## config.mk

```make
export PLATFORM = sky130hd
export DESIGN_NAME = wram_clear_sequencer
export DESIGN_NICKNAME = d
export VERILOG_FILES = /design/src/design/cart_pkg.sv /design/src/design/wram_clear_sequencer.sv
export SDC_FILE = /design/constraint.sdc
export NUM_CORES = 1
export LEC_CHECK = 0
export BUFFER_PORTS_ARGS = -buffer_cell sky130_fd_sc_hd__buf_2
export CAP_MARGIN = 10
export CORE_MARGIN = 5
export CORE_UTILIZATION = 45
export DETAILED_ROUTE_END_ITERATION = 10
export GPL_TIMING_DRIVEN = 0
export PLACE_DENSITY = 0.69
export SYNTH_ARGS = -nofsm -noshare
export SYNTH_HDL_FRONTEND = slang
export SYNTH_SLANG_ARGS = --single-unit
```

## constraint.sdc

```tcl
create_clock -name clk_sys -period 3.1 [get_ports clk_sys]
set_input_delay 0.31 -clock clk_sys [delete_from_list [all_inputs] [get_ports clk_sys]]
set_output_delay 0.31 -clock clk_sys [all_outputs]
set_load 0.005 [all_outputs]
```

## src/design/cart_pkg.sv

```systemverilog
package cart_pkg;

	// ======================================================================
	// Enumerations
	// ======================================================================

	// ROM header setting from the menu
	typedef enum logic [2:0] {
		AUTO            = 3'd0,
		NO_HEADER_LOROM = 3'd1,
		LOROM           = 3'd2,
		HIROM           = 3'd3,
		EXHIROM         = 3'd4
	} rom_layout_e;

	// Power-on work-RAM contents
	typedef enum logic [1:0] {
		PATTERN_9966 = 2'd0,
		PATTERN_00FF = 2'd1,
		FILL_55      = 2'd2,
		FILL_FF      = 2'd3
	} wram_init_e;

	// Download index values, a cartridge only looks at the low six bits
	typedef enum logic [7:0] {
		STREAM_CART  = 8'h00,
		STREAM_CHEAT = 8'hFF
	} dl_stream_e;

	// Backup-RAM transfer state
	typedef enum logic [1:0] {
		BK_IDLE    = 2'd0,
		BK_LOADING = 2'd1,
		BK_SAVING  = 2'd2
	} bk_state_e;

	// ======================================================================
	// Constants
	// ======================================================================

	// Copier header in front of the ROM image
	localparam int HEADER_SKIP = 512;

	localparam int MASK_W  = 24;
	// Strobe, flags, address, compare, replace
	localparam int CHEAT_W = 129;

endpackage

```

## src/design/wram_clear_sequencer.sv

```systemverilog
module wram_clear_sequencer import cart_pkg::*; #(
	parameter int WRAM_ADDR_W = 17
) (
	input  logic                   clk_sys,
	input  logic                   RESET,
	input  logic                   cart_start,
	input  wram_init_e             wram_init,
	output logic                   clearing,
	output logic [WRAM_ADDR_W-1:0] fill_addr,
	output logic [7:0]             fill_data,
	output logic                   fill_we
);

	// One write per cycle from address zero up to all ones
	always_ff @(posedge clk_sys) begin
		if (RESET) begin
			clearing  <= 1'b0;
			fill_addr <= '0;
		end else begin
			if (cart_start)
				clearing <= 1'b1;
			else if (&fill_addr)
				clearing <= 1'b0;

			if (clearing && !cart_start)
				fill_addr <= fill_addr + 1'b1;
			else
				fill_addr <= '0;
		end
	end

	assign fill_we = clearing;

	always_comb begin
		case (wram_init)
			PATTERN_9966: fill_data = (fill_addr[8] ^ fill_addr[2]) ? 8'h66 : 8'h99;
			PATTERN_00FF: fill_data = (fill_addr[9] ^ fill_addr[0]) ? 8'hFF : 8'h00;
			FILL_55:      fill_data = 8'h55;
			default:      fill_data = 8'hFF;
		endcase
	end

	// A clear always starts from the bottom of the RAM
	a_clear_starts_at_zero: assert property (
		@(posedge clk_sys) disable iff (RESET)
		$rose(clearing) |-> (fill_addr == '0)
	);

endmodule

```

==> results.json <==
{
  "ys_types": 28,
  "yosys.area_share.simple_pct": 29.5,
  "p_leak_nw": 0.466,
  "final_common_cell": "buf_2",
  "gp_congestion": 0.783,
  "clockPowerShare_pct": 35.2,
  "design_area_um2": 1150,
  "drv_cap": 0,
  "syn-mean-instance-area_um2": 8.55,
  "dp_hpwl_um": 1650,
  "hold_buffers": 0,
  "p_per_area_nw_per_um2": 360,
  "synth_adder_area_share_pct": 2.71,
  "htree_levels": 1,
  "cp_slowest_cell": "dfxtp_1",
  "layout_min_cycle_time_ps": 1890,
  "post-place-ws_ps": 1200,
  "final_max_slew_viol_count": 0,
  "wl_met2_um": 1050,
  "cts.clk_slew.worst_paths_ps": 110,
  "internal-power_uw": 322,
  "combPwrFrac_pct": 8.1,
  "synth_compound_area_share_pct": 14.5,
  "cts_buffer_depth": 2,
  "cts_tree": "done",
  "routed_wl_um": 2150,
  "p_sw_share_pct": 22.0,
  "critPathLaunchType": "register",
  "die_y_um": 55.3,
  "clock_skew_ps": 7.69,
  "maxSlewHeadroom_pct": 68.2,
  "met1_length_um": 943,
  "slowest_delay_ps": 480,
  "drc_errors": 0,
  "dr_wl_met3_um": 140,
  "p_seq_share_pct": 56.8,
  "io_pins": 32,
  "synth_nets": 115,
  "dr.pass1.iters": 4,
  "ys_warn_count": 0,
  "numCtsBuffers": 3,
  "grt_pass1_vias": 850,
  "syn_to_final_growth_pct": 24.4,
  "grt_pass1_wl_um": 3710,
  "top_layer": "met4",
  "crit_chain": "ha_1 -> nand3_2 -> nor4_1 -> and2_1 -> ha_1 -> and2_1",
  "arrival_ps": 2090,
  "ys_ff_latch": 18,
  "worstMarginPinSlew_ps": 475,
  "drt_iter0_markers": 8,
  "fin_ws_ps": 1210,
  "final_cell_mix": "buf_2 (32), dfxtp_1 (18), nand2_1 (10), a21oi_1 (10)",
  "layout-drive-gt1-share_pct": 31.5,
  "start_util_pct": 47.1,
  "grt_start_max_net_pins": 11,
  "synth_top_family_by_area": "simple AND/OR/NAND/NOR gates",
  "via_per_inst": 5.41,
  "core_um2": 1960,
  "finalSetupTns_ps": 0,
  "cts-root-buf": "clkbuf_4",
  "row_count": 16,
  "whs_ps": 204,
  "wl_per_cell_um": 12.6,
  "grtUsageTotal_pct": 14.6,
  "syn_area_um2": 923,
  "grt_overflow_total": 0,
  "antennaDiodeCount": 0,
  "crit_path_max_fanout": 10,
  "die_area_um2": 3060,
  "cp-end-kind": "register",
  "postSynthCellCount": 108,
  "power_switching_uw": 91.1,
  "setup_viol_count_final": 0,
  "rsz0062_at_grt": "no",
  "dpl_cell_area_um2": 1110,
  "vias": 920,
  "portBuffers": 31,
  "hold_viol": 0,
  "synth_mux_area_share_pct": 3.25,
  "min_path_type": "input pin to register",
  "required_ps": 3290,
  "crit_type": "register to register",
  "peakVddDrop_v": 0.000196,
  "clk-insertion-delay-late_ps": 290,
  "clkSinkCount": 18,
  "die_w_um": 55.3,
  "ant_nets": 0,
  "grt_antenna_before_repair": 0,
  "fmax_ghz": 0.528,
  "cts.repair.resized": 0,
  "finish.net_count": 151,
  "fin_crit_sh_pct": 61.1,
  "synth-xor-area-share_pct": 4.74,
  "status": "finished, final reports clean",
  "post-cts-setup-buffers": 0,
  "ys_seq_area_share_pct": 39.0
}
power by group through the flow:
stage                     logic [mW]  clock network (mW)  registers (mW)
after global routing          0.0374               0.159           0.235
final                         0.0333               0.145           0.235
after global placement        0.0330                   0           0.240
after detailed placement      0.0340                   0           0.240
after floorplan               0.0186                   0           0.240
after CTS                     0.0340               0.151           0.235
logic make-up (layout without fill, tap and decap cells):
logic type | after synthesis | in the layout
AND/OR/NAND/NOR | 47 | 47
AO/OA/AOI/OAI | 23 | 23
flip-flops | 18 | 18
XOR/XNOR | 5 | 5
multiplexers | 3 | 3
buffers and inverters | 10 | 45
adder cells (fa/ha/maj) | 2 | 2
final timing paths:
| kind | from | slack (ps) | endpoint | depth (start not counted) |
|---|---|---|---|---|
| worst max register to register | fill_addr[0] | 1210 | fill_addr[16] | 6 |
| worst max-delay path | fill_addr[0] | 1210 | fill_addr[16] | 6 |
| worst min-delay path | RESET | 200 | clearing | 2 |
| worst min register to register | fill_addr[15] | 490 | fill_addr[15] | 2 |
worst max-delay path, delay by kind of cell, from the launching register on:
family / cells / cell delay [ps]
fa+ha+maj: 2 / 490
flops: 1 / 480
simple gates: 4 / 830
cells in the mapped netlist:
cell type  instances  area, um2
nand3_2            1       10.0
clkbuf_1           1       3.75
ha_1               2       25.0
a21o_1             1       7.51
nor4_1             4       25.0
a2bb2oi_1          1       8.76
nor2_1             6       22.5
nand4_2            1       12.5
nor3b_2            1       12.5
nand2_1           10       37.5
mux2i_1            3       30.0
a21oi_1           10       50.1
o21a_1             1       7.51
and2_1             3       18.8
or4_1              4       30.0
nand4_1            5       31.3
and3_2             1       7.51
o31ai_1            4       30.0
o21ai_0            6       30.0
dfxtp_1           18        360
xnor2_1            4       35.0
nand3_1            3       15.0
nand2b_1           4       25.0
buf_4              5       37.5
xor2_1             1       8.76
inv_1              3       11.3
buf_2              1       5.00
or3_1              4       25.0
metal layers:
layer,vias up,global-route usage (%)
met4,0,6.94
met3,2,3.03
met5,-,0
met2,28,24.2
li1,464,-
met1,426,17.8
state kept, by name (all words and copies together) (netlist names):
signal     cells
fill_addr     17
clearing       1
through the flow:
step,utilization (%),power [mW],std cells
after floorplan,-,0.258,108
after global placement,56.7,0.273,166
after detailed placement,56.7,0.274,166
after CTS,58.5,0.420,170
after global routing,58.5,0.432,170
final,58.5,0.413,170
final cells by class:
class | count | area, um2
well taps | 27 | 33.8
repair buffers | 31 | 155
multi-input cells | 80 | 505
fillers | 201 | 813
flip-flops and latches | 18 | 360
clock buffers | 4 | 36.3
plain buffers | 7 | 46.3
inverters | 3 | 11.3
Note: power is estimated with default switching activity, not from simulation.
