===== src/design/cart_pkg.sv =====
package cart_pkg;

	// ======================================================================
	// Enumerations
	// ======================================================================

	// ROM header setting from the menu
	typedef enum logic [2:0] {
		AUTO            = 3'd0,
		NO_HEADER_LOROM = 3'd1,
		LOROM           = 3'd2,
		HIROM           = 3'd3,
		EXHIROM         = 3'd4
	} rom_layout_e;

	// Power-on work-RAM contents
	typedef enum logic [1:0] {
		PATTERN_9966 = 2'd0,
		PATTERN_00FF = 2'd1,
		FILL_55      = 2'd2,
		FILL_FF      = 2'd3
	} wram_init_e;

	// Download index values, a cartridge only looks at the low six bits
	typedef enum logic [7:0] {
		STREAM_CART  = 8'h00,
		STREAM_CHEAT = 8'hFF
	} dl_stream_e;

	// Backup-RAM transfer state
	typedef enum logic [1:0] {
		BK_IDLE    = 2'd0,
		BK_LOADING = 2'd1,
		BK_SAVING  = 2'd2
	} bk_state_e;

	// ======================================================================
	// Constants
	// ======================================================================

	// Copier header in front of the ROM image
	localparam int HEADER_SKIP = 512;

	localparam int MASK_W  = 24;
	// Strobe, flags, address, compare, replace
	localparam int CHEAT_W = 129;

endpackage


===== src/design/cheat_code_assembler.sv =====
module cheat_code_assembler import cart_pkg::*; (
	input  logic               clk_sys,
	input  logic               RESET,
	input  logic               cheat_wr,
	input  logic [3:0]         word_sel,
	input  logic [15:0]        dl_data,
	output logic [CHEAT_W-2:0] cheat_code,
	output logic               cheat_valid
);

	// Fields from the top: flags, address, compare, replace
	always_ff @(posedge clk_sys) begin
		if (cheat_wr) begin
			case (word_sel)
				4'd0:  cheat_code[111:96]  <= dl_data;
				4'd2:  cheat_code[127:112] <= dl_data;
				4'd4:  cheat_code[79:64]   <= dl_data;
				4'd6:  cheat_code[95:80]   <= dl_data;
				4'd8:  cheat_code[47:32]   <= dl_data;
				4'd10: cheat_code[63:48]   <= dl_data;
				4'd12: cheat_code[15:0]    <= dl_data;
				4'd14: cheat_code[31:16]   <= dl_data;
				default: ;
			endcase
		end
	end

	// The last word clocks the code into the system
	always_ff @(posedge clk_sys) begin
		if (RESET)
			cheat_valid <= 1'b0;
		else
			cheat_valid <= cheat_wr && (word_sel == 4'd14);
	end

endmodule


===== config.mk =====
export PLATFORM = sky130hd
export DESIGN_NAME = cheat_code_assembler
export DESIGN_NICKNAME = d
export VERILOG_FILES = /design/src/design/cart_pkg.sv /design/src/design/cheat_code_assembler.sv
export SDC_FILE = /design/constraint.sdc
export NUM_CORES = 1
export LEC_CHECK = 0
export BUFFER_PORTS_ARGS = -buffer_cell sky130_fd_sc_hd__buf_2
export CORE_UTILIZATION = 30
export DETAILED_ROUTE_END_ITERATION = 6
export HOLD_SLACK_MARGIN = 0.02
export SYNTH_ARGS = -nofsm -noshare
export SYNTH_HDL_FRONTEND = slang
export SYNTH_SLANG_ARGS = --single-unit

===== constraint.sdc =====
create_clock -name clk_sys -period 5.7 [get_ports clk_sys]
set_clock_uncertainty 0.2 [all_clocks]
set_input_delay 1.14 -clock clk_sys [delete_from_list [all_inputs] [get_ports clk_sys]]
set_output_delay 1.14 -clock clk_sys [all_outputs]
set_load 0.05 [all_outputs]

==> load_flow_metrics.sql <==
INSERT INTO impl_metrics (metric_group, metric, value, unit) VALUES
('outcome', 'result_of_the_run', 'complete, no violations', ''),
('cts', 'hold_buffers', '0', ''),
('floorplanning', 'dieHeight', '117', 'µm'),
('cts', 'cts_num_sinks', '129', ''),
('finish', 'multiInputGateArea', '119', 'µm²'),
('finish', 'area_growth_syn_to_layout', '41.9', '%'),
('grt', 'globalRouteOverflowTotal', '0', ''),
('finish', 'antenna-diode-count', '0', ''),
('synth', 'asyncSetResetFlopFracSynth', '0', '%'),
('run', 'timing.max_cap.violations', '0', ''),
('synth', 'synth_compound_area_share', '0', '%'),
('timing', 'finalHoldWorstSlack', '0.694', 'ns'),
('floorplanning', 'core_area', '12700', 'µm²'),
('grt', 'grt_pass1_wl', '12200', 'µm'),
('synth', 'synth_area_per_cell', '27.6', 'µm²'),
('synth', 'syn-cell-area', '3950', 'µm²'),
('place', 'port-buffer-count', '151', ''),
('finish', 'ff_latch_area', '3860', 'µm²'),
('floorplanning', 'die-area', '13600', 'µm²'),
('power_and_ir_drop', 'share_comb_of_total_power', '4.8', '%'),
('power_and_ir_drop', 'p_clk_share', '48.0', '%'),
('grt', 'largest_net_degree_at_the_start_of_global_routing', '17', ''),
('synth', 'postSynthNetCount', '166', ''),
('cts', 'cts_setup_buffers', '0', ''),
('timing', 'timing.final.max_slew_violations', '0', ''),
('synth', 'yosysTopAreaCell', 'edfxtp_1', ''),
('finish', 'finish.net_count', '342', ''),
('power_and_ir_drop', 'vdd_drop_max', '0.173', 'mV'),
('timing', 'finalHoldViolCount', '0', ''),
('detailed_routing', 'wl_per_cell', '17.9', 'µm'),
('grt', 'first_global_vias', '2060', ''),
('detailed_routing', 'drc', '0', ''),
('cts', 'worst_setup_hold_path_clk_slew', '0.06', 'ns'),
('timing', 'slew_headroom', '32.0', '%'),
('synth', 'synth.most_common_cell', 'edfxtp_1', ''),
('synth', 'synth_warnings', '0', ''),
('cts', 'clock_tree.buffer_depth', '2', ''),
('detailed_routing', 'avgViaCountPerCell', '4.13', ''),
('place', 'post_dp_area', '5000', 'µm²'),
('detailed_routing', 'drtAntennaViolNets', '0', ''),
('synth', 'count_of_flip_flops_with_a_built_in_enable_after_synthesis', '128', ''),
('worst_setup_path', 'startpoint_type', 'input pin', ''),
('power_and_ir_drop', 'sw_frac_of_total', '20.3', '%'),
('synth', 'ys_types', '10', ''),
('timing', 'worst_pin_slew', '1.02', 'ns'),
('min_path', 'hold-path-cell-count', '2', ''),
('place', 'globalplace.congestion', '0.684', ''),
('synth', 'post_synth_and_or_nand_nor_area_fraction', '2.06', '%'),
('timing', 'grt_setup_unrepaired', 'false', ''),
('worst_setup_path', 'cp.arrival', '2.28', 'ns'),
('worst_setup_path', 'critical_path.endpoint', 'cheat_code[1]', ''),
('worst_setup_path', 'crit_fanout', '16', ''),
('cts', 'clock_tree.htree_level_count', '4', ''),
('timing', 'timing.final.setup_violations', '0', ''),
('timing', 'setup_tns', '0', 'ns'),
('worst_setup_path', 'worst-setup-path-type', 'in2reg', ''),
('floorplanning', 'rows', '41', ''),
('power_and_ir_drop', 'total_switching_power', '0.459', 'mW'),
('cts', 'cts_buffers', '17', ''),
('power_and_ir_drop', 'pwr_density_cell', '405', 'nW/µm²'),
('place', 'placed_cells_incl_taps', '472', ''),
('timing', 'fin_crit_sh', '43.2', '%'),
('cts', 'cts_repair_resize_count', '0', ''),
('grt', 'grt.total_usage', '13.4', '%'),
('synth', 'synth.yosys.seq_area_share', '97.9', '%'),
('synth', 'synth_top_cells_by_count', 'edfxtp_1, nor3_1, nor2_1, nor4_1', ''),
('power_and_ir_drop', 'seqPwrFrac', '47.2', '%'),
('power_and_ir_drop', 'power.internal', '1.81', 'mW'),
('detailed_routing', 'dr.pass1.iters', '4', ''),
('timing', 'final_period_minus_worst_setup_slack', '2.46', 'ns'),
('detailed_routing', 'vias', '2079', '');
[worst min path at each step]
| stage | from | to |
|---|---|---|
| 3_5_place_dp | RESET | cheat_valid |
| 4_1_cts | RESET | cheat_valid |
| 3_3_place_gp | RESET | cheat_valid |
| 5_1_grt | RESET | cheat_valid |
| 2_1_floorplan | RESET | cheat_valid |
| 6_report | RESET | cheat_valid |
[per-stage QoR]
stage          setup WS, ns  power [mW]  utilization, %
6_report               3.24        2.26            44.0
5_1_grt                3.17        2.33            44.0
4_1_cts                3.22        2.29            44.0
3_5_place_dp           2.80        1.20            39.3
3_3_place_gp           2.86        1.20            39.3
2_1_floorplan          2.21        1.15               -
[cell usage in the layout, fill, tap and decap left out, drive strengths merged]
| cell type | synthesis | layout |
|---|---|---|
| clkinvlp | 0 | 2 |
| nor4 | 2 | 2 |
| clkinv | 0 | 6 |
| nand3b | 1 | 1 |
| nand2 | 1 | 1 |
| edfxtp | 128 | 128 |
| buf | 0 | 157 |
| nand2b | 2 | 2 |
| clkbuf | 0 | 19 |
| nor2 | 2 | 2 |
| nand3 | 1 | 1 |
| nor3 | 5 | 5 |
| dfxtp | 1 | 1 |
| bufinv | 0 | 4 |
[power by group through the flow]
| stage | registers [mW] | clock network, mW | logic (mW) |
|---|---|---|---|
| global route | 1.07 | 1.15 | 0.114 |
| finish | 1.07 | 1.09 | 0.108 |
| global placement | 1.09 | 0 | 0.108 |
| floorplan | 1.15 | 0 | 0.00635 |
| detailed placement | 1.09 | 0 | 0.109 |
| CTS | 1.07 | 1.11 | 0.109 |
[layer usage]
metal	GRT usage, %	part of all wire [%]	up-vias
li1	-	-	938
met1	15.1	41	1043
met2	22.3	51	89
met3	5.29	6.1	9
met4	6.41	1.5	0
met5	0	0	-
[cell families (layout without fill, tap and decap cells)]
logic type | Yosys count | in the layout
and+or+nand+nor | 14 | 14
DFF | 129 | 129
buffers and inverters | 0 | 188
[worst max-delay path, stage by stage]
cell and delay (ns):
buf_2 0.12, nand3b_1 0.21, nor2_2 0.80
[sequential cells by signal, indices dropped and copies added, names as in the netlist]
name	cells
cheat_code	128
cheat_valid	1
[cell type report]
type | instances | share of cell area [%]
flip-flops and latches | 129 | 69.0
well taps | 172 | 3.84
multi-input cells | 14 | 2.12
clock buffers | 19 | 7.73
repair buffers | 157 | 14.3
clock inverters | 12 | 2.97
Note: power is estimated with default switching activity, not from simulation.
