<file path="src/design/cart_pkg.sv">
package cart_pkg;

	// ======================================================================
	// Enumerations
	// ======================================================================

	// ROM header setting from the menu
	typedef enum logic [2:0] {
		AUTO            = 3'd0,
		NO_HEADER_LOROM = 3'd1,
		LOROM           = 3'd2,
		HIROM           = 3'd3,
		EXHIROM         = 3'd4
	} rom_layout_e;

	// Power-on work-RAM contents
	typedef enum logic [1:0] {
		PATTERN_9966 = 2'd0,
		PATTERN_00FF = 2'd1,
		FILL_55      = 2'd2,
		FILL_FF      = 2'd3
	} wram_init_e;

	// Download index values, a cartridge only looks at the low six bits
	typedef enum logic [7:0] {
		STREAM_CART  = 8'h00,
		STREAM_CHEAT = 8'hFF
	} dl_stream_e;

	// Backup-RAM transfer state
	typedef enum logic [1:0] {
		BK_IDLE    = 2'd0,
		BK_LOADING = 2'd1,
		BK_SAVING  = 2'd2
	} bk_state_e;

	// ======================================================================
	// Constants
	// ======================================================================

	// Copier header in front of the ROM image
	localparam int HEADER_SKIP = 512;

	localparam int MASK_W  = 24;
	// Strobe, flags, address, compare, replace
	localparam int CHEAT_W = 129;

endpackage

</file>
<file path="src/design/backup_ram_sequencer.sv">
module backup_ram_sequencer import cart_pkg::*; (
	input  logic              clk_sys,
	input  logic              RESET,
	input  logic              cart_active,
	input  logic              cart_start,
	input  logic              cart_end,
	input  logic [MASK_W-1:0] ram_mask,
	input  logic              img_mounted,
	input  logic              img_readonly,
	input  logic              img_size_nz,
	input  logic              osd_open,
	input  logic              autosave,
	input  logic              bk_load_req,
	input  logic              bk_save_req,
	input  logic              bsram_write,
	input  logic              sd_ack,
	output logic              sd_rd,
	output logic              sd_wr,
	output logic [31:0]       sd_lba,
	output logic              bk_busy,
	output logic              bk_pending,
	output logic              bk_enabled
);

	bk_state_e state;
	logic      ack_q, load_q, save_q;
	logic      save_req, load_go, save_go, autoload_go;
	logic      ack_rise, ack_fall, last_block, save_done;

	// Autosave fires when the OSD opens with unsaved data
	assign save_req    = bk_save_req || (bk_pending && osd_open && autosave);
	assign load_go     = bk_enabled && bk_load_req && !load_q;
	assign save_go     = bk_enabled && save_req && !save_q;
	assign autoload_go = cart_end && img_size_nz && bk_enabled;

	assign ack_rise   = sd_ack && !ack_q;
	assign ack_fall   = !sd_ack && ack_q;
	assign last_block = (sd_lba >= 32'(ram_mask[MASK_W-1:9]));
	assign save_done  = (state == BK_SAVING) && ack_fall && last_block;
	assign bk_busy    = (state != BK_IDLE);

	// ======================================================================
	// Enable and pending flags
	// ======================================================================

	always_ff @(posedge clk_sys) begin
		if (RESET) begin
			bk_enabled <= 1'b0;
			bk_pending <= 1'b0;
		end else begin
			if (cart_start)
				bk_enabled <= 1'b0;
			// Save image is mounted by the end of the download
			if (cart_active && img_mounted && !img_readonly)
				bk_enabled <= |ram_mask;

			if (bsram_write && !osd_open)
				bk_pending <= 1'b1;
			else if (save_done)
				bk_pending <= 1'b0;
		end
	end

	// ======================================================================
	// SD block transfer FSM
	// ======================================================================

	always_ff @(posedge clk_sys) begin
		if (RESET) begin
			state  <= BK_IDLE;
			sd_rd  <= 1'b0;
			sd_wr  <= 1'b0;
			sd_lba <= '0;
			ack_q  <= 1'b0;
			load_q <= 1'b0;
			save_q <= 1'b0;
		end else begin
			ack_q  <= sd_ack;
			load_q <= bk_load_req;
			save_q <= save_req;

			// Request is withdrawn once the SD side takes it
			if (ack_rise) begin
				sd_rd <= 1'b0;
				sd_wr <= 1'b0;
			end

			case (state)
				BK_IDLE: begin
					if (autoload_go || load_go) begin
						state  <= BK_LOADING;
						sd_lba <= '0;
						sd_rd  <= 1'b1;
					end else if (save_go) begin
						state  <= BK_SAVING;
						sd_lba <= '0;
						sd_wr  <= 1'b1;
					end
				end
				BK_LOADING, BK_SAVING: begin
					if (ack_fall) begin
						if (last_block) begin
							state <= BK_IDLE;
						end else begin
							sd_lba <= sd_lba + 32'd1;
							sd_rd  <= (state == BK_LOADING);
							sd_wr  <= (state == BK_SAVING);
						end
					end
				end
				default: state <= BK_IDLE;
			endcase
		end
	end

	a_one_request: assert property (
		@(posedge clk_sys) disable iff (RESET)
		!(sd_rd && sd_wr)
	);

endmodule

</file>
<file path="config.mk">
export PLATFORM = sky130hd
export DESIGN_NAME = backup_ram_sequencer
export DESIGN_NICKNAME = d
export VERILOG_FILES = /design/src/design/cart_pkg.sv /design/src/design/backup_ram_sequencer.sv
export SDC_FILE = /design/constraint.sdc
export NUM_CORES = 1
export LEC_CHECK = 0
export ABC_AREA = 0
export BUFFER_PORTS_ARGS = -buffer_cell sky130_fd_sc_hd__buf_2
export CAP_MARGIN = 20
export CORE_UTILIZATION = 54
export DETAILED_ROUTE_END_ITERATION = 8
export GPL_TIMING_DRIVEN = 0
export PLACE_DENSITY_LB_ADDON = 0.1
export RECOVER_POWER = 25
export SLEW_MARGIN = 10
export SYNTH_ARGS = -nofsm -noshare
export SYNTH_HDL_FRONTEND = slang
export SYNTH_SLANG_ARGS = --single-unit
</file>
<file path="constraint.sdc">
create_clock -name clk_sys -period 4.31 [get_ports clk_sys]
set_input_delay 0.862 -clock clk_sys [delete_from_list [all_inputs] [get_ports clk_sys]]
set_output_delay 0.862 -clock clk_sys [all_outputs]
set_load 0.05 [all_outputs]
</file>
==> metrics.log <==
INFO  metric syn_to_final_growth = 22.8%
INFO  metric synth_ff_type = dfxtp_1
INFO  metric die_area = approximately 0.0043 mm2
INFO  metric hold_startpoint = sd_lba[24]$_SDFFE_PP0P_
INFO  metric gpl.final_weighted_congestion = 0.942
INFO  metric vias_in_the_first_global_route = 1782
INFO  metric clock_tree_from_tritoncts = done
INFO  metric numPortBuffers = 74
INFO  metric yosysSeqAreaShare = 0.372
INFO  metric postCtsSetupBuffers = 0
INFO  metric synth_most_common_cell = dfxtp_1
INFO  metric route.detailed.wl_per_inst = 13.3 um
INFO  metric drt_iter0_markers = approximately 160
INFO  metric worst_ir_drop_vdd = 0.000203 V
INFO  metric top_usage_layer = met2
INFO  metric maxCapViolations = 0
INFO  metric slew-limit-headroom = 0.590
INFO  metric worstPathBufferInverterCount = 3
INFO  metric worst_r2r_end = sd_lba[7]$_SDFFE_PP0P_
INFO  metric synth.top_cells.by_count = 41 x dfxtp_1, 24 x a21oi_1, 23 x inv_1, 20 x ha_1, 20 x nand2_1
INFO  metric r2r_setup_slack = 1.74 ns
INFO  metric synth_register_bits = around 40
INFO  metric drt_pre_antenna_iters = 4
INFO  metric finalSetupViolCount = 0
INFO  metric p_leak = 0.00121 uW
INFO  metric synth_enable_flop_cells = 0
INFO  metric synth.avg_cell_area = 8.26 um2
INFO  metric htree_num_levels = 2
INFO  metric ios = 75
INFO  metric wl = 5.27 mm
INFO  metric crit_path_start_kind = primary input
INFO  metric holdPathStages = 1
INFO  metric ys_warn_count = 0
INFO  metric ant_diodes = 0
INFO  metric drc = 0
INFO  metric postCtsResizedCells = 0
INFO  metric finalCritPeriodShare = 0.655
INFO  metric worst_setup_path_end_kind = flop
INFO  metric critical-path-slowest-cell = or4_1
INFO  metric grt_util_overall = 0.249
INFO  metric run_status = complete, no violations
INFO  metric overflow = 0
INFO  metric worst_r2r_startpoint = sd_lba[5]$_SDFFE_PP0P_
INFO  metric synth_nets = 325
INFO  metric via_count = about 2.2k
INFO  metric netlist-cell-type-count = 40
INFO  metric asyncSetResetFlopFracSynth = 0
INFO  metric post-place-ws = between 1 and 1.5 ns
INFO  metric die_w = ~66 um
INFO  metric grt_start_max_net_pins = 16
INFO  metric critical_path_depth = 10
INFO  metric worst_slew_pin_slew = 0.607 ns
INFO  metric floorplan.die.height = 65.9 um
INFO  metric clk_lat_worst_skew = about 0.3 ns
INFO  metric count_of_final_hold_check_violations = 0
INFO  metric final-max-slew-violation-count = 0
INFO  metric cp_slowest_stage_delay = 0.48 ns
INFO  metric fin_worst_skew = 0.00765 ns
INFO  metric worst_r2r_path_depth = 8
INFO  metric tmin_final = around 2.8 ns
INFO  metric crit_family = compound AO/OA/AOI/OAI gates
INFO  metric nNetsFinal = slightly above 400
INFO  metric met1_usage = 0.340
INFO  metric worstSetupPathType = primary input to flop
INFO  metric core = 0.00380 mm2
INFO  metric worstPathArrival = 3.05 ns
INFO  metric layout.cells.non_filler = about 400
INFO  metric setup_total_negative_slack = 0 ns
INFO  metric crit_fanout = 10
INFO  metric cp_cell_sequence = buf_2, inv_1, ha_1, a21oi_1, o311ai_0, a211oi_4, nand4_2, buf_2, or4_1, a21oi_1
INFO  metric ant_nets = 0
INFO  metric number_of_cells_in_the_design_after_placement = between 300 and 400
INFO  metric post-dp-hpwl = 4.11 mm
INFO  metric antenna_found_initial = 0
INFO  metric netlist.top_cell.by_area = dfxtp_1
INFO  metric global_route_wire_length_before_repair = 8.11 mm
INFO  metric post-route-worst-setup-slack = 1.49 ns
INFO  metric worst_setup_hold_path_clk_slew = 0.09 ns
INFO  metric synthesis.area = ~0.0022 mm2
INFO  metric min_delay_worst_endpoint = sd_lba[24]$_SDFFE_PP0P_
INFO  metric clock_buffers_created_by_tritoncts = 5
INFO  metric share_of_final_layout_standard_cells_stronger_than_drive_strength_1 = 0.201
INFO  metric synth_top_cells_by_area = dfxtp_1 37%, ha_1 11%, a21oi_1 5.4%
INFO  metric rows = 22
INFO  metric cts_hold_buffers = 0
INFO  metric crit_required = 4.54 ns
INFO  metric synth_top_area_share = 0.372
INFO  metric grt_setup_unrepaired = no
INFO  metric cts.root.buffer_cell = clkbuf_8
INFO  metric min_path_type = flop to flop
INFO  metric synthCells = 267
INFO  metric groute.layer.met2.usage = 0.380
INFO  metric detail_route.vias_per_cell = approximately 5.7
INFO  metric fmax = roughly 350 MHz
INFO  metric initial_core_utilization = 0.581
INFO  metric globalRouteMet3Util = 0.0448
INFO  metric clock_tree_buf_depth = 2
INFO  metric power.density_cell_area = about 260 mW/mm2
INFO  metric cts_num_sinks = 41
[report_power, final]
part | internal [uW] | switching (uW) | total (uW)
clock | 117 | 145 | 261
combinational | 28.2 | 41.7 | 69.8
sequential | 382 | 2.04 | 384
[layout by cell type (no fill, tap or decap), drive strengths merged]
cell type	instances
o31a	1
o311ai	1
a21boi	2
or3	9
nand2	20
clkinv	1
nor4	11
a31o	1
and3	1
nand4	8
nor2b	4
nor3	3
a31oi	3
nand3	7
or4	5
and2	18
nor3b	1
nand4b	1
a21oi	24
inv	24
a41oi	1
a211oi	2
o41ai	1
dfxtp	41
o31ai	6
and4	2
o21ai	18
o211ai	2
clkinvlp	1
nand2b	4
or2	1
ha	20
clkbuf	28
buf	59
o21a	1
a22oi	2
a22o	2
nor2	13
[metrics by stage]
stage / utilization / power (uW) / area, um2 / hold WS (ns)
2_1_floorplan: - / 432 / 2210 / 0.504
3_3_place_gp: 0.694 / 461 / 2640 / 0.463
3_5_place_dp: 0.694 / 462 / 2640 / 0.469
4_1_cts: 0.719 / 719 / 2730 / 0.491
5_1_grt: 0.713 / 746 / 2710 / 0.502
6_report: 0.713 / 715 / 2710 / 0.490
[how the worst max path moves through the flow]
stage | startpoint | endpoint | slack [ns]
6_report | ram_mask[22] | sd_lba[7]$_SDFFE_PP0P_ | 1.49
5_1_grt | ram_mask[14] | sd_lba[7]$_SDFFE_PP0P_ | 1.35
4_1_cts | ram_mask[22] | sd_lba[7]$_SDFFE_PP0P_ | 1.51
3_5_place_dp | ram_mask[22] | sd_lba[7]$_SDFFE_PP0P_ | 1.20
3_3_place_gp | ram_mask[22] | sd_lba[7]$_SDFFE_PP0P_ | 1.23
2_1_floorplan | ram_mask[22] | sd_lba[7]$_SDFFE_PP0P_ | 1.57
[metal layers]
metal | vias to the layer above | wire length, um
li1 | 1129 | -
met1 | 1026 | 2440
met2 | 88 | 2390
met3 | 6 | 371
met4 | 0 | 67
met5 | - | 0
[area by class of cell]
type,instances,area (um2)
well taps,48,60.1
inverters,23,86.3
clock inverters,3,25.0
clock buffers,5,68.8
fillers,318,1090
plain buffers,8,31.3
repair buffers,74,349
flip-flops and latches,41,821
multi-input cells,195,1270
[registers in the layout (all words and copies together) (netlist names)]
register,count
ack_q,1
bk_enabled,1
bk_pending,1
load_q,1
save_q,1
sd_lba,32
sd_rd,1
sd_wr,1
state,2
[kinds of logic (layout without fill, tap and decap cells)]
kind of cell	count (synthesis)	count (layout)	share of synthesized area
AO/OA/AOI/OAI	67	67	0.188
adder cells (fa/ha/maj)	20	20	0.113
buffers and inverters	31	113	0.0533
flip-flops	41	41	0.372
AND/OR/NAND/NOR	108	108	0.273
Power figures use the tool's default switching activity.
