File: config.mk
export PLATFORM = sky130hd
export DESIGN_NAME = rom_header_parser
export DESIGN_NICKNAME = d
export VERILOG_FILES = /design/src/design/cart_pkg.sv /design/src/design/rom_header_parser.sv
export SDC_FILE = /design/constraint.sdc
export NUM_CORES = 1
export LEC_CHECK = 0
export ABC_AREA = 1
export ABC_CLOCK_PERIOD_IN_PS = 2350
export BUFFER_PORTS_ARGS = -buffer_cell sky130_fd_sc_hd__buf_4
export CORE_ASPECT_RATIO = 0.75
export CORE_MARGIN = 5
export CORE_UTILIZATION = 46
export DETAILED_ROUTE_END_ITERATION = 8
export GPL_TIMING_DRIVEN = 0
export PLACE_DENSITY = 0.75
export SETUP_SLACK_MARGIN = 0.5
export SYNTH_ARGS = -nofsm -noshare
export SYNTH_HDL_FRONTEND = slang
export SYNTH_SLANG_ARGS = --single-unit
File: constraint.sdc
create_clock -name clk_sys -period 2.35 [get_ports clk_sys]
set_input_delay 0.235 -clock clk_sys [delete_from_list [all_inputs] [get_ports clk_sys]]
set_output_delay 0.235 -clock clk_sys [all_outputs]
set_load 0.02 [all_outputs]
File: src/design/cart_pkg.sv
package cart_pkg;

	// ======================================================================
	// Enumerations
	// ======================================================================

	// ROM header setting from the menu
	typedef enum logic [2:0] {
		AUTO            = 3'd0,
		NO_HEADER_LOROM = 3'd1,
		LOROM           = 3'd2,
		HIROM           = 3'd3,
		EXHIROM         = 3'd4
	} rom_layout_e;

	// Power-on work-RAM contents
	typedef enum logic [1:0] {
		PATTERN_9966 = 2'd0,
		PATTERN_00FF = 2'd1,
		FILL_55      = 2'd2,
		FILL_FF      = 2'd3
	} wram_init_e;

	// Download index values, a cartridge only looks at the low six bits
	typedef enum logic [7:0] {
		STREAM_CART  = 8'h00,
		STREAM_CHEAT = 8'hFF
	} dl_stream_e;

	// Backup-RAM transfer state
	typedef enum logic [1:0] {
		BK_IDLE    = 2'd0,
		BK_LOADING = 2'd1,
		BK_SAVING  = 2'd2
	} bk_state_e;

	// ======================================================================
	// Constants
	// ======================================================================

	// Copier header in front of the ROM image
	localparam int HEADER_SKIP = 512;

	localparam int MASK_W  = 24;
	// Strobe, flags, address, compare, replace
	localparam int CHEAT_W = 129;

endpackage

File: src/design/rom_header_parser.sv
module rom_header_parser import cart_pkg::*; (
	input  logic              clk_sys,
	input  logic              RESET,
	input  logic              cart_active,
	input  logic              cart_wr,
	input  logic [24:0]       dl_addr,
	input  logic [15:0]       dl_data,
	input  rom_layout_e       rom_layout,
	input  logic [1:0]        region_sel,
	output logic [7:0]        rom_type,
	output logic [MASK_W-1:0] rom_mask,
	output logic [MASK_W-1:0] ram_mask,
	output logic              pal
);

	// Size field locations inside the downloaded image
	localparam logic [24:0] LO_ROM_ADDR = 25'(HEADER_SKIP + 'h7FD6);
	localparam logic [24:0] LO_RAM_ADDR = 25'(HEADER_SKIP + 'h7FD8);
	localparam logic [24:0] HI_ROM_ADDR = 25'(HEADER_SKIP + 'hFFD6);
	localparam logic [24:0] HI_RAM_ADDR = 25'(HEADER_SKIP + 'hFFD8);
	localparam logic [24:0] EX_ROM_ADDR = 25'(HEADER_SKIP + 'h40FFD6);
	localparam logic [24:0] EX_RAM_ADDR = 25'(HEADER_SKIP + 'h40FFD8);

	logic [3:0]  rom_size, ram_size;
	logic [3:0]  rom_size_nxt, ram_size_nxt;
	logic [24:0] rom_size_addr, ram_size_addr;
	logic        hdr_fields;
	logic        rom_region;

	always_comb begin
		hdr_fields    = 1'b1;
		rom_size_addr = LO_ROM_ADDR;
		ram_size_addr = LO_RAM_ADDR;
		case (rom_layout)
			HIROM: begin
				rom_size_addr = HI_ROM_ADDR;
				ram_size_addr = HI_RAM_ADDR;
			end
			EXHIROM: begin
				rom_size_addr = EX_ROM_ADDR;
				ram_size_addr = EX_RAM_ADDR;
			end
			LOROM: hdr_fields = 1'b1;
			default: hdr_fields = 1'b0;
		endcase
	end

	// Next size codes, so the masks follow the write that changed them
	always_comb begin
		rom_size_nxt = rom_size;
		ram_size_nxt = ram_size;
		if (cart_wr) begin
			if (dl_addr == '0) begin
				rom_size_nxt = 4'hC;
				ram_size_nxt = 4'h0;
				if (rom_layout == AUTO && dl_data[7:0] != 8'h00)
					{ram_size_nxt, rom_size_nxt} = dl_data[7:0];
			end
			if (hdr_fields && dl_addr == rom_size_addr)
				rom_size_nxt = dl_data[11:8];
			if (hdr_fields && dl_addr == ram_size_addr)
				ram_size_nxt = dl_data[3:0];
		end
	end

	always_ff @(posedge clk_sys) begin
		if (RESET) begin
			rom_size   <= 4'hC;
			ram_size   <= 4'h0;
			rom_type   <= 8'h00;
			rom_mask   <= '0;
			ram_mask   <= '0;
			rom_region <= 1'b0;
			pal        <= 1'b0;
		end else if (cart_active) begin
			rom_size <= rom_size_nxt;
			ram_size <= ram_size_nxt;
			if (cart_wr) begin
				if (dl_addr == '0) begin
					case (rom_layout)
						NO_HEADER_LOROM, LOROM: rom_type <= 8'd0;
						HIROM:                  rom_type <= 8'd1;
						EXHIROM:                rom_type <= 8'd2;
						default:                rom_type <= dl_data[15:8];
					endcase
				end
				if (dl_addr == 25'd2)
					rom_region <= dl_data[8];
				rom_mask <= (MASK_W'(1024) << rom_size_nxt) - MASK_W'(1);
				ram_mask <= (ram_size_nxt != 4'h0) ?
					(MASK_W'(1024) << ram_size_nxt) - MASK_W'(1) : '0;
			end
		end else begin
			// 1 is NTSC, 2 and 3 force PAL
			pal <= (region_sel == 2'd0) ? rom_region : region_sel[1];
		end
	end

endmodule

==> flow_summary_export.csv, run 1 <==
group,metric,value,unit
run_status,status,"finished clean",
logic_synthesis,yosysTopAreaCell,"dfxtp_1",
logic_synthesis,synth-seq-cells,48,
run,cap_violations,0,
setup_path,crit_type,"input port to flop",
clock_network,ctsLongestPathBuffers,2,
logic_synthesis,ys.flop_type,"dfxtp_1",
logic_synthesis,syn_inst,488,
logic_synthesis,yosysMostFrequentCell,"nand2_1",
detailed_routing,drtIter0Drc,331,
clock_network,cts_tree,"built",
logic_synthesis,syn_nets,540,
power,leakage,2.34,nW
timing,rsz0062_at_grt,"yes",
detailed_routing,antenna_left,0,
power,swShare,33.0,%
setup_path,crit_fanout,8,
detailed_routing,dr.pass1.iters,5,
clock_network,cts.clk_slew.worst_paths,0.10,ns
timing,tightest_slew,0.572,ns
timing,final_max_slew_viol_count,0,
logic_synthesis,yosys_warnings,0,
logic_synthesis,yosysUniqueCellTypes,33,
clock_network,cts.sinks,48,
placement,routabilityCongestion,0.901,
setup_path,worstPathRequired,2.53,ns
logic_synthesis,yosysSeqAreaShare,31.2,%
finish,fin_nets,705,
power,comb_power_share,33.0,%
placement,dpl_worst_slack,-0.407,ns
finish,n_antenna_cell,0,
detailed_routing,via_per_inst,5.46,
power,seqPwrFrac,39.2,%
power,power.density,436,nW/µm²
logic_synthesis,synthTopCellsByArea,"dfxtp_1 31%, nand2_1 15%, nor2_1 8.2%",
die,rows,25,
timing,worst_clock_skew,0.00631,ns
timing,period_needed,2.22,ns
logic_synthesis,synth_top_area_share,31.2,%
logic_synthesis,syn_area,3080,µm²
min_path,hp-class,"input port to flop",
power,p_sw,733,µW
setup_path,startpoint_type,"input port",
clock_network,h-tree-depth,2,
die,die_area,8460,µm²
finish,postLayoutCellArea,5090,µm²
finish,final_util,79.4,%
timing,fmax,451,MHz
global_routing,grt_usage,25.0,%
die,core_area,6410,µm²
min_path,hold_depth,3,
timing,setup_viol,0,
clock_network,insertion_delay,0.31,ns
power,intPower,1.49,mW
die,initial_core_util,48.1,%
clock_network,cts_root_buf,"clkbuf_8",
finish,stdcell_count,735,
logic_synthesis,syn_avg_cell_area,6.32,µm²
finish,area_growth,65.1,%
die,io_pins,107,
power,fin_total_pwr,2.22,mW
detailed_routing,wl_per_cell,16.4,µm
detailed_routing,vias,4014,
setup_path,rr_startpoint,"rom_size[1]",
logic_synthesis,ys_top_cells_by_count,"123 x nand2_1, 67 x nor2_1, 48 x dfxtp_1, 46 x a21oi_1, 40 x inv_1",
global_routing,grt_pass1_wl,17.5,mm
global_routing,grt_start_max_net_pins,16,
detailed_routing,drc,0,
placement,dpl-instance-area,4100,µm²
power,vdd_drop_max,366,µV
setup_path,r2r_slack,0.52,ns
setup_path,reg2regPathDepth,14,
setup_path,cp-end-kind,"flop",
timing,relSlewSlack,61.9,%
global_routing,grt_pass1_vias,3698,
timing,setup_tns,0,ns
timing,finalHoldViolCount,0,
placement,io_buffers,105,
die,die_y,80.9,µm
placement,hpwl,7.58,mm
global_routing,overflow,0,
min_path,whs_endpoint,"pal",
clock_network,cts_made_buffers,5,
timing,layout_setup_ws,0.134,ns
detailed_routing,drt-total-wl,12.1,mm
global_routing,antenna_found_initial,0,
power,p_clk_share,27.8,%
logic_synthesis,synthArstFlopShare,0,%
placement,place_inst,674,
min_path,holdCritStartpoint,"region_sel[1]",
setup_path,reg2reg_to,"rom_mask[18]",
logic_synthesis,synth-edff-count,0,
timing,fin_hold_ws,0.183,ns
setup_path,worstPathArrival,2.39,ns
timing,fin_crit_sh,94.3,%
finish,layout-drive-gt1-share,47.2,%
die,die_w,105,µm
-- how the worst max path moves through the flow --
stage	slack, ns	endpoint	startpoint
after floorplan	0.22	rom_mask[14]	dl_addr[9]
after global placement	-0.39	rom_mask[14]	dl_addr[23]
after detailed placement	-0.41	rom_mask[14]	dl_addr[23]
after CTS	0.34	ram_mask[22]	dl_addr[9]
after global routing	-0.009	ram_mask[14]	dl_data[0]
final	0.13	ram_mask[22]	dl_addr[9]
-- metal layers --
layer / global-route usage (%) / vias to the layer above / part of all wire [%]
met5: 0 / - / 0
met4: 7.76 / 0 / 2.1
met3: 7.70 / 34 / 9.3
met2: 40.8 / 212 / 47
met1: 31.8 / 1871 / 41
li1: - / 1897 / -
-- cell type report --
cell class / count / area [µm²]
clock buffer: 5 / 68.8
fill: 426 / 1320
sequential: 48 / 961
timing repair buffer: 157 / 1240
tap: 81 / 101
buffer: 31 / 199
inverter: 48 / 200
multi-input combinational: 362 / 2270
clock inverter: 3 / 42.5
-- power groups by stage --
stage / logic (mW) / registers (mW) / clock network, mW
4_1_cts: 0.637 / 0.871 / 0.622
3_3_place_gp: 0.546 / 0.888 / 0
5_1_grt: 0.778 / 0.876 / 0.668
2_1_floorplan: 0.302 / 0.921 / 0
3_5_place_dp: 0.553 / 0.889 / 0
6_report: 0.732 / 0.871 / 0.617
-- sequential cells by signal, indices dropped and copies added (netlist names) --
name,count
ram_mask,15
rom_mask,15
rom_type,8
ram_size,4
rom_size,4
pal,1
rom_region,1
-- cells in the final DEF (no fill, tap or decap), drive strengths merged --
master | synthesis | layout
xnor2 | 1 | 1
a21oi | 46 | 46
a211oi | 1 | 1
clkinv | 0 | 1
ha | 2 | 2
nor3 | 10 | 10
or2 | 5 | 5
clkbuf | 11 | 17
nand4 | 14 | 14
o211ai | 2 | 2
dfxtp | 48 | 48
nand3 | 44 | 45
inv | 48 | 48
o21bai | 1 | 1
bufinv | 0 | 1
a311oi | 1 | 1
o21ai | 22 | 22
nand3b | 1 | 1
clkinvlp | 0 | 1
buf | 20 | 176
nor2 | 77 | 77
o221ai | 2 | 2
nand2 | 132 | 132
-- repair_timing --
action / in CTS / in global routing
setup buffers: 30 / 21
setup endpoints to repair: 24 / 35
hold buffers: 0 / 0
resized for setup: 66 / 56
gates cloned: 1 / 1
hold endpoints to repair: 0 / 0
pin swaps: 41 / 43
-- cells by family (layout without fill, tap and decap cells) --
group / count (synthesis) / count (layout) / synth area share, %
buffers and inverters: 79 / 244 / 12.0
XOR/XNOR: 1 / 1 / 0.284
AND/OR/NAND/NOR: 283 / 284 / 42.7
flip-flops: 48 / 48 / 31.2
adder cells (fa/ha/maj): 2 / 2 / 0.812
AO/OA/AOI/OAI: 75 / 75 / 13.1
-- worst max-delay path: stages --
cell and delay [ns]:
buf_6 0.09, or2_4 0.25, nor2_4 0.14, nand3_4 0.11, nor2_8 0.20, buf_4 0.14
nand4_1 0.11, nand3_1 0.15, nand2_2 0.11, inv_1 0.17, nand3_4 0.11, ha_4 0.21
nand2_2 0.11, o21ai_1 0.09, nand3b_1 0.09, a21oi_1 0.06
(Power assumes the default switching activity.)
==> run 2: changes to the inputs <==
- ABC_CLOCK_PERIOD_IN_PS: 2350 -> 2500
- CORE_UTILIZATION: 46 -> 51
- PLACE_DENSITY: 0.75 -> 0.79
- SETUP_SLACK_MARGIN: 0.5 -> 0.1
- clock period: 2.35 -> 2.5 ns (I/O delays scaled with it)
==> flow_summary_export.csv, run 2 (same netlist as run 1, synthesis figures left out) <==
group,metric,value,unit
timing,tightest_slew,0.587,ns
power,vdd_drop_max,358,µV
clock_network,insertion_delay,0.30,ns
placement,hpwl,7.52,mm
detailed_routing,antenna_left,0,
placement,dpl_worst_slack,-0.504,ns
power,p_sw,599,µW
power,intPower,1.25,mW
timing,setup_viol,0,
finish,n_antenna_cell,0,
global_routing,overflow,0,
die,core_area,5860,µm²
placement,place_inst,671,
detailed_routing,drtIter0Drc,264,
setup_path,startpoint_type,"input port",
global_routing,grt_pass1_vias,3352,
detailed_routing,wl_per_cell,14.4,µm
global_routing,grt_start_max_net_pins,15,
power,seqPwrFrac,44.3,%
finish,final_common_cell,"buf_4",
timing,period_needed,2.31,ns
finish,final_util,74.9,%
clock_network,cts_tree,"built",
finish,fillers,492,
finish,postLayoutCellArea,4390,µm²
setup_path,crit_chain,"buf_4 > or2_2 > nor2_4 > nand3_4 > nor2_8 > buf_4 > nand2_1 > nor2_1 > nor2_2 > o21ai_4 > nor2_4 > nand2_1 > ha_4 > nand2_2 > nand3_1 > nand2_1 > nand2_1 > nand2_1 > nand2_1 > inv_1",
timing,layout_setup_ws,0.189,ns
setup_path,crit_fanout,7,
timing,fin_crit_sh,92.5,%
detailed_routing,via_per_inst,5.27,
detailed_routing,dr.pass1.iters,5,
power,comb_power_share,29.5,%
global_routing,antenna_found_initial,0,
setup_path,cp-end-kind,"flop",
min_path,hp-class,"input port to flop",
power,fin_total_pwr,1.85,mW
finish,layout-drive-gt1-share,35.2,%
detailed_routing,drc,0,
clock_network,ctsLongestPathBuffers,2,
setup_path,cp_common_cell,"nand2_1",
timing,final_max_slew_viol_count,0,
placement,io_buffers,105,
run,cap_violations,0,
clock_network,h-tree-depth,2,
clock_network,cts_made_buffers,5,
timing,rsz0062_at_grt,"no",
timing,fmax,433,MHz
die,die_area,7720,µm²
die,die_y,77.3,µm
die,io_pins,107,
setup_path,worstPathArrival,2.52,ns
detailed_routing,vias,3662,
detailed_routing,drt-total-wl,10.0,mm
finish,layout_common_cells,"141 x buf_4, 116 x nand2_1, 53 x nor2_1",
die,die_w,99.8,µm
die,initial_core_util,52.6,%
setup_path,worstPathRequired,2.71,ns
finish,stdcell_count,695,
power,p_clk_share,26.2,%
clock_network,ctsHoldBuffers,0,
finish,area_growth,42.3,%
placement,routabilityCongestion,0.977,
finish,fin_nets,669,
run_status,status,"finished clean",
placement,dpl-instance-area,3970,µm²
clock_network,cts_root_buf,"clkbuf_8",
power,swShare,32.5,%
global_routing,grt_usage,24.6,%
timing,worst_clock_skew,0.00432,ns
timing,relSlewSlack,60.9,%
power,leakage,2.07,nW
global_routing,grt_pass1_wl,15.8,mm
setup_path,cpMaxStageDelayCell,"or2_2",
die,rows,24,
setup_path,slowest_delay,0.31,ns
clock_network,cts.clk_slew.worst_paths,0.09,ns
clock_network,cts.sinks,48,
setup_path,crit_type,"input port to flop",
timing,finalHoldViolCount,0,
power,power.density,421,nW/µm²
finish,reg.largest.list,"ram_mask x15, rom_mask x15, rom_type x8",
## run 2: path summary, 6_finish.rpt
kind | slack, ns | from | cells after the start | to
setup / recovery | 0.19 | dl_addr[9] | 20 | rom_mask[14]
hold / removal | 0.18 | region_sel[1] | 3 | pal
setup reg to reg | 0.60 | rom_size[1] | 17 | rom_mask[14]
hold reg to reg | 0.47 | ram_mask[16] | 2 | ram_mask[16]
## run 2: what timing repair did
action | 4_1_cts | 5_1_grt
setup endpoints to repair | 13 | 13
setup buffers | 2 | 15
gates resized for setup | 14 | 35
pin swaps | 2 | 19
## run 2: worst max-delay path: cells and delay by family
family / cells / cell delay (ns)
fa+ha+maj: 1 / 0.17
compound gates: 1 / 0.21
simple gates: 15 / 1.60
buf+inv: 3 / 0.28
## run 2: area by class of cell
type                    count  area, µm²  area share (%)
clock inverters             1       8.76           0.200
multi-input cells         361       1950            44.5
inverters                  48        180            4.11
flip-flops and latches     48        961            21.9
clock buffers               6       82.6            1.88
well taps                  78       97.6            2.22
plain buffers              31        189            4.31
repair buffers            122        916            20.9
## run 2: per-layer routing
layer	global-route usage (%)	part of all wire [%]	vias to the layer above	routed length [µm]
met5	0	0	-	0
met4	4.50	0.68	0	68
met3	5.20	6.9	7	694
met2	38.9	47	100	4740
met1	34.9	45	1723	4530
li1	-	-	1832	-
## run 2: metrics by stage
stage | hold slack [ns] | TNS (ns)
3_5_place_dp | 0.459 | -5.20
2_1_floorplan | 0.375 | 0
6_report | 0.177 | 0
3_3_place_gp | 0.450 | -5.30
5_1_grt | 0.164 | 0
4_1_cts | 0.176 | 0
## run 2: power by group through the flow
stage                     combinational (mW)  sequential [mW]  clock [mW]
after floorplan                        0.261            0.866           0
final                                  0.544            0.818       0.484
after global placement                 0.489            0.834           0
after global routing                   0.592            0.823       0.531
after detailed placement               0.496            0.836           0
after CTS                              0.504            0.818       0.490
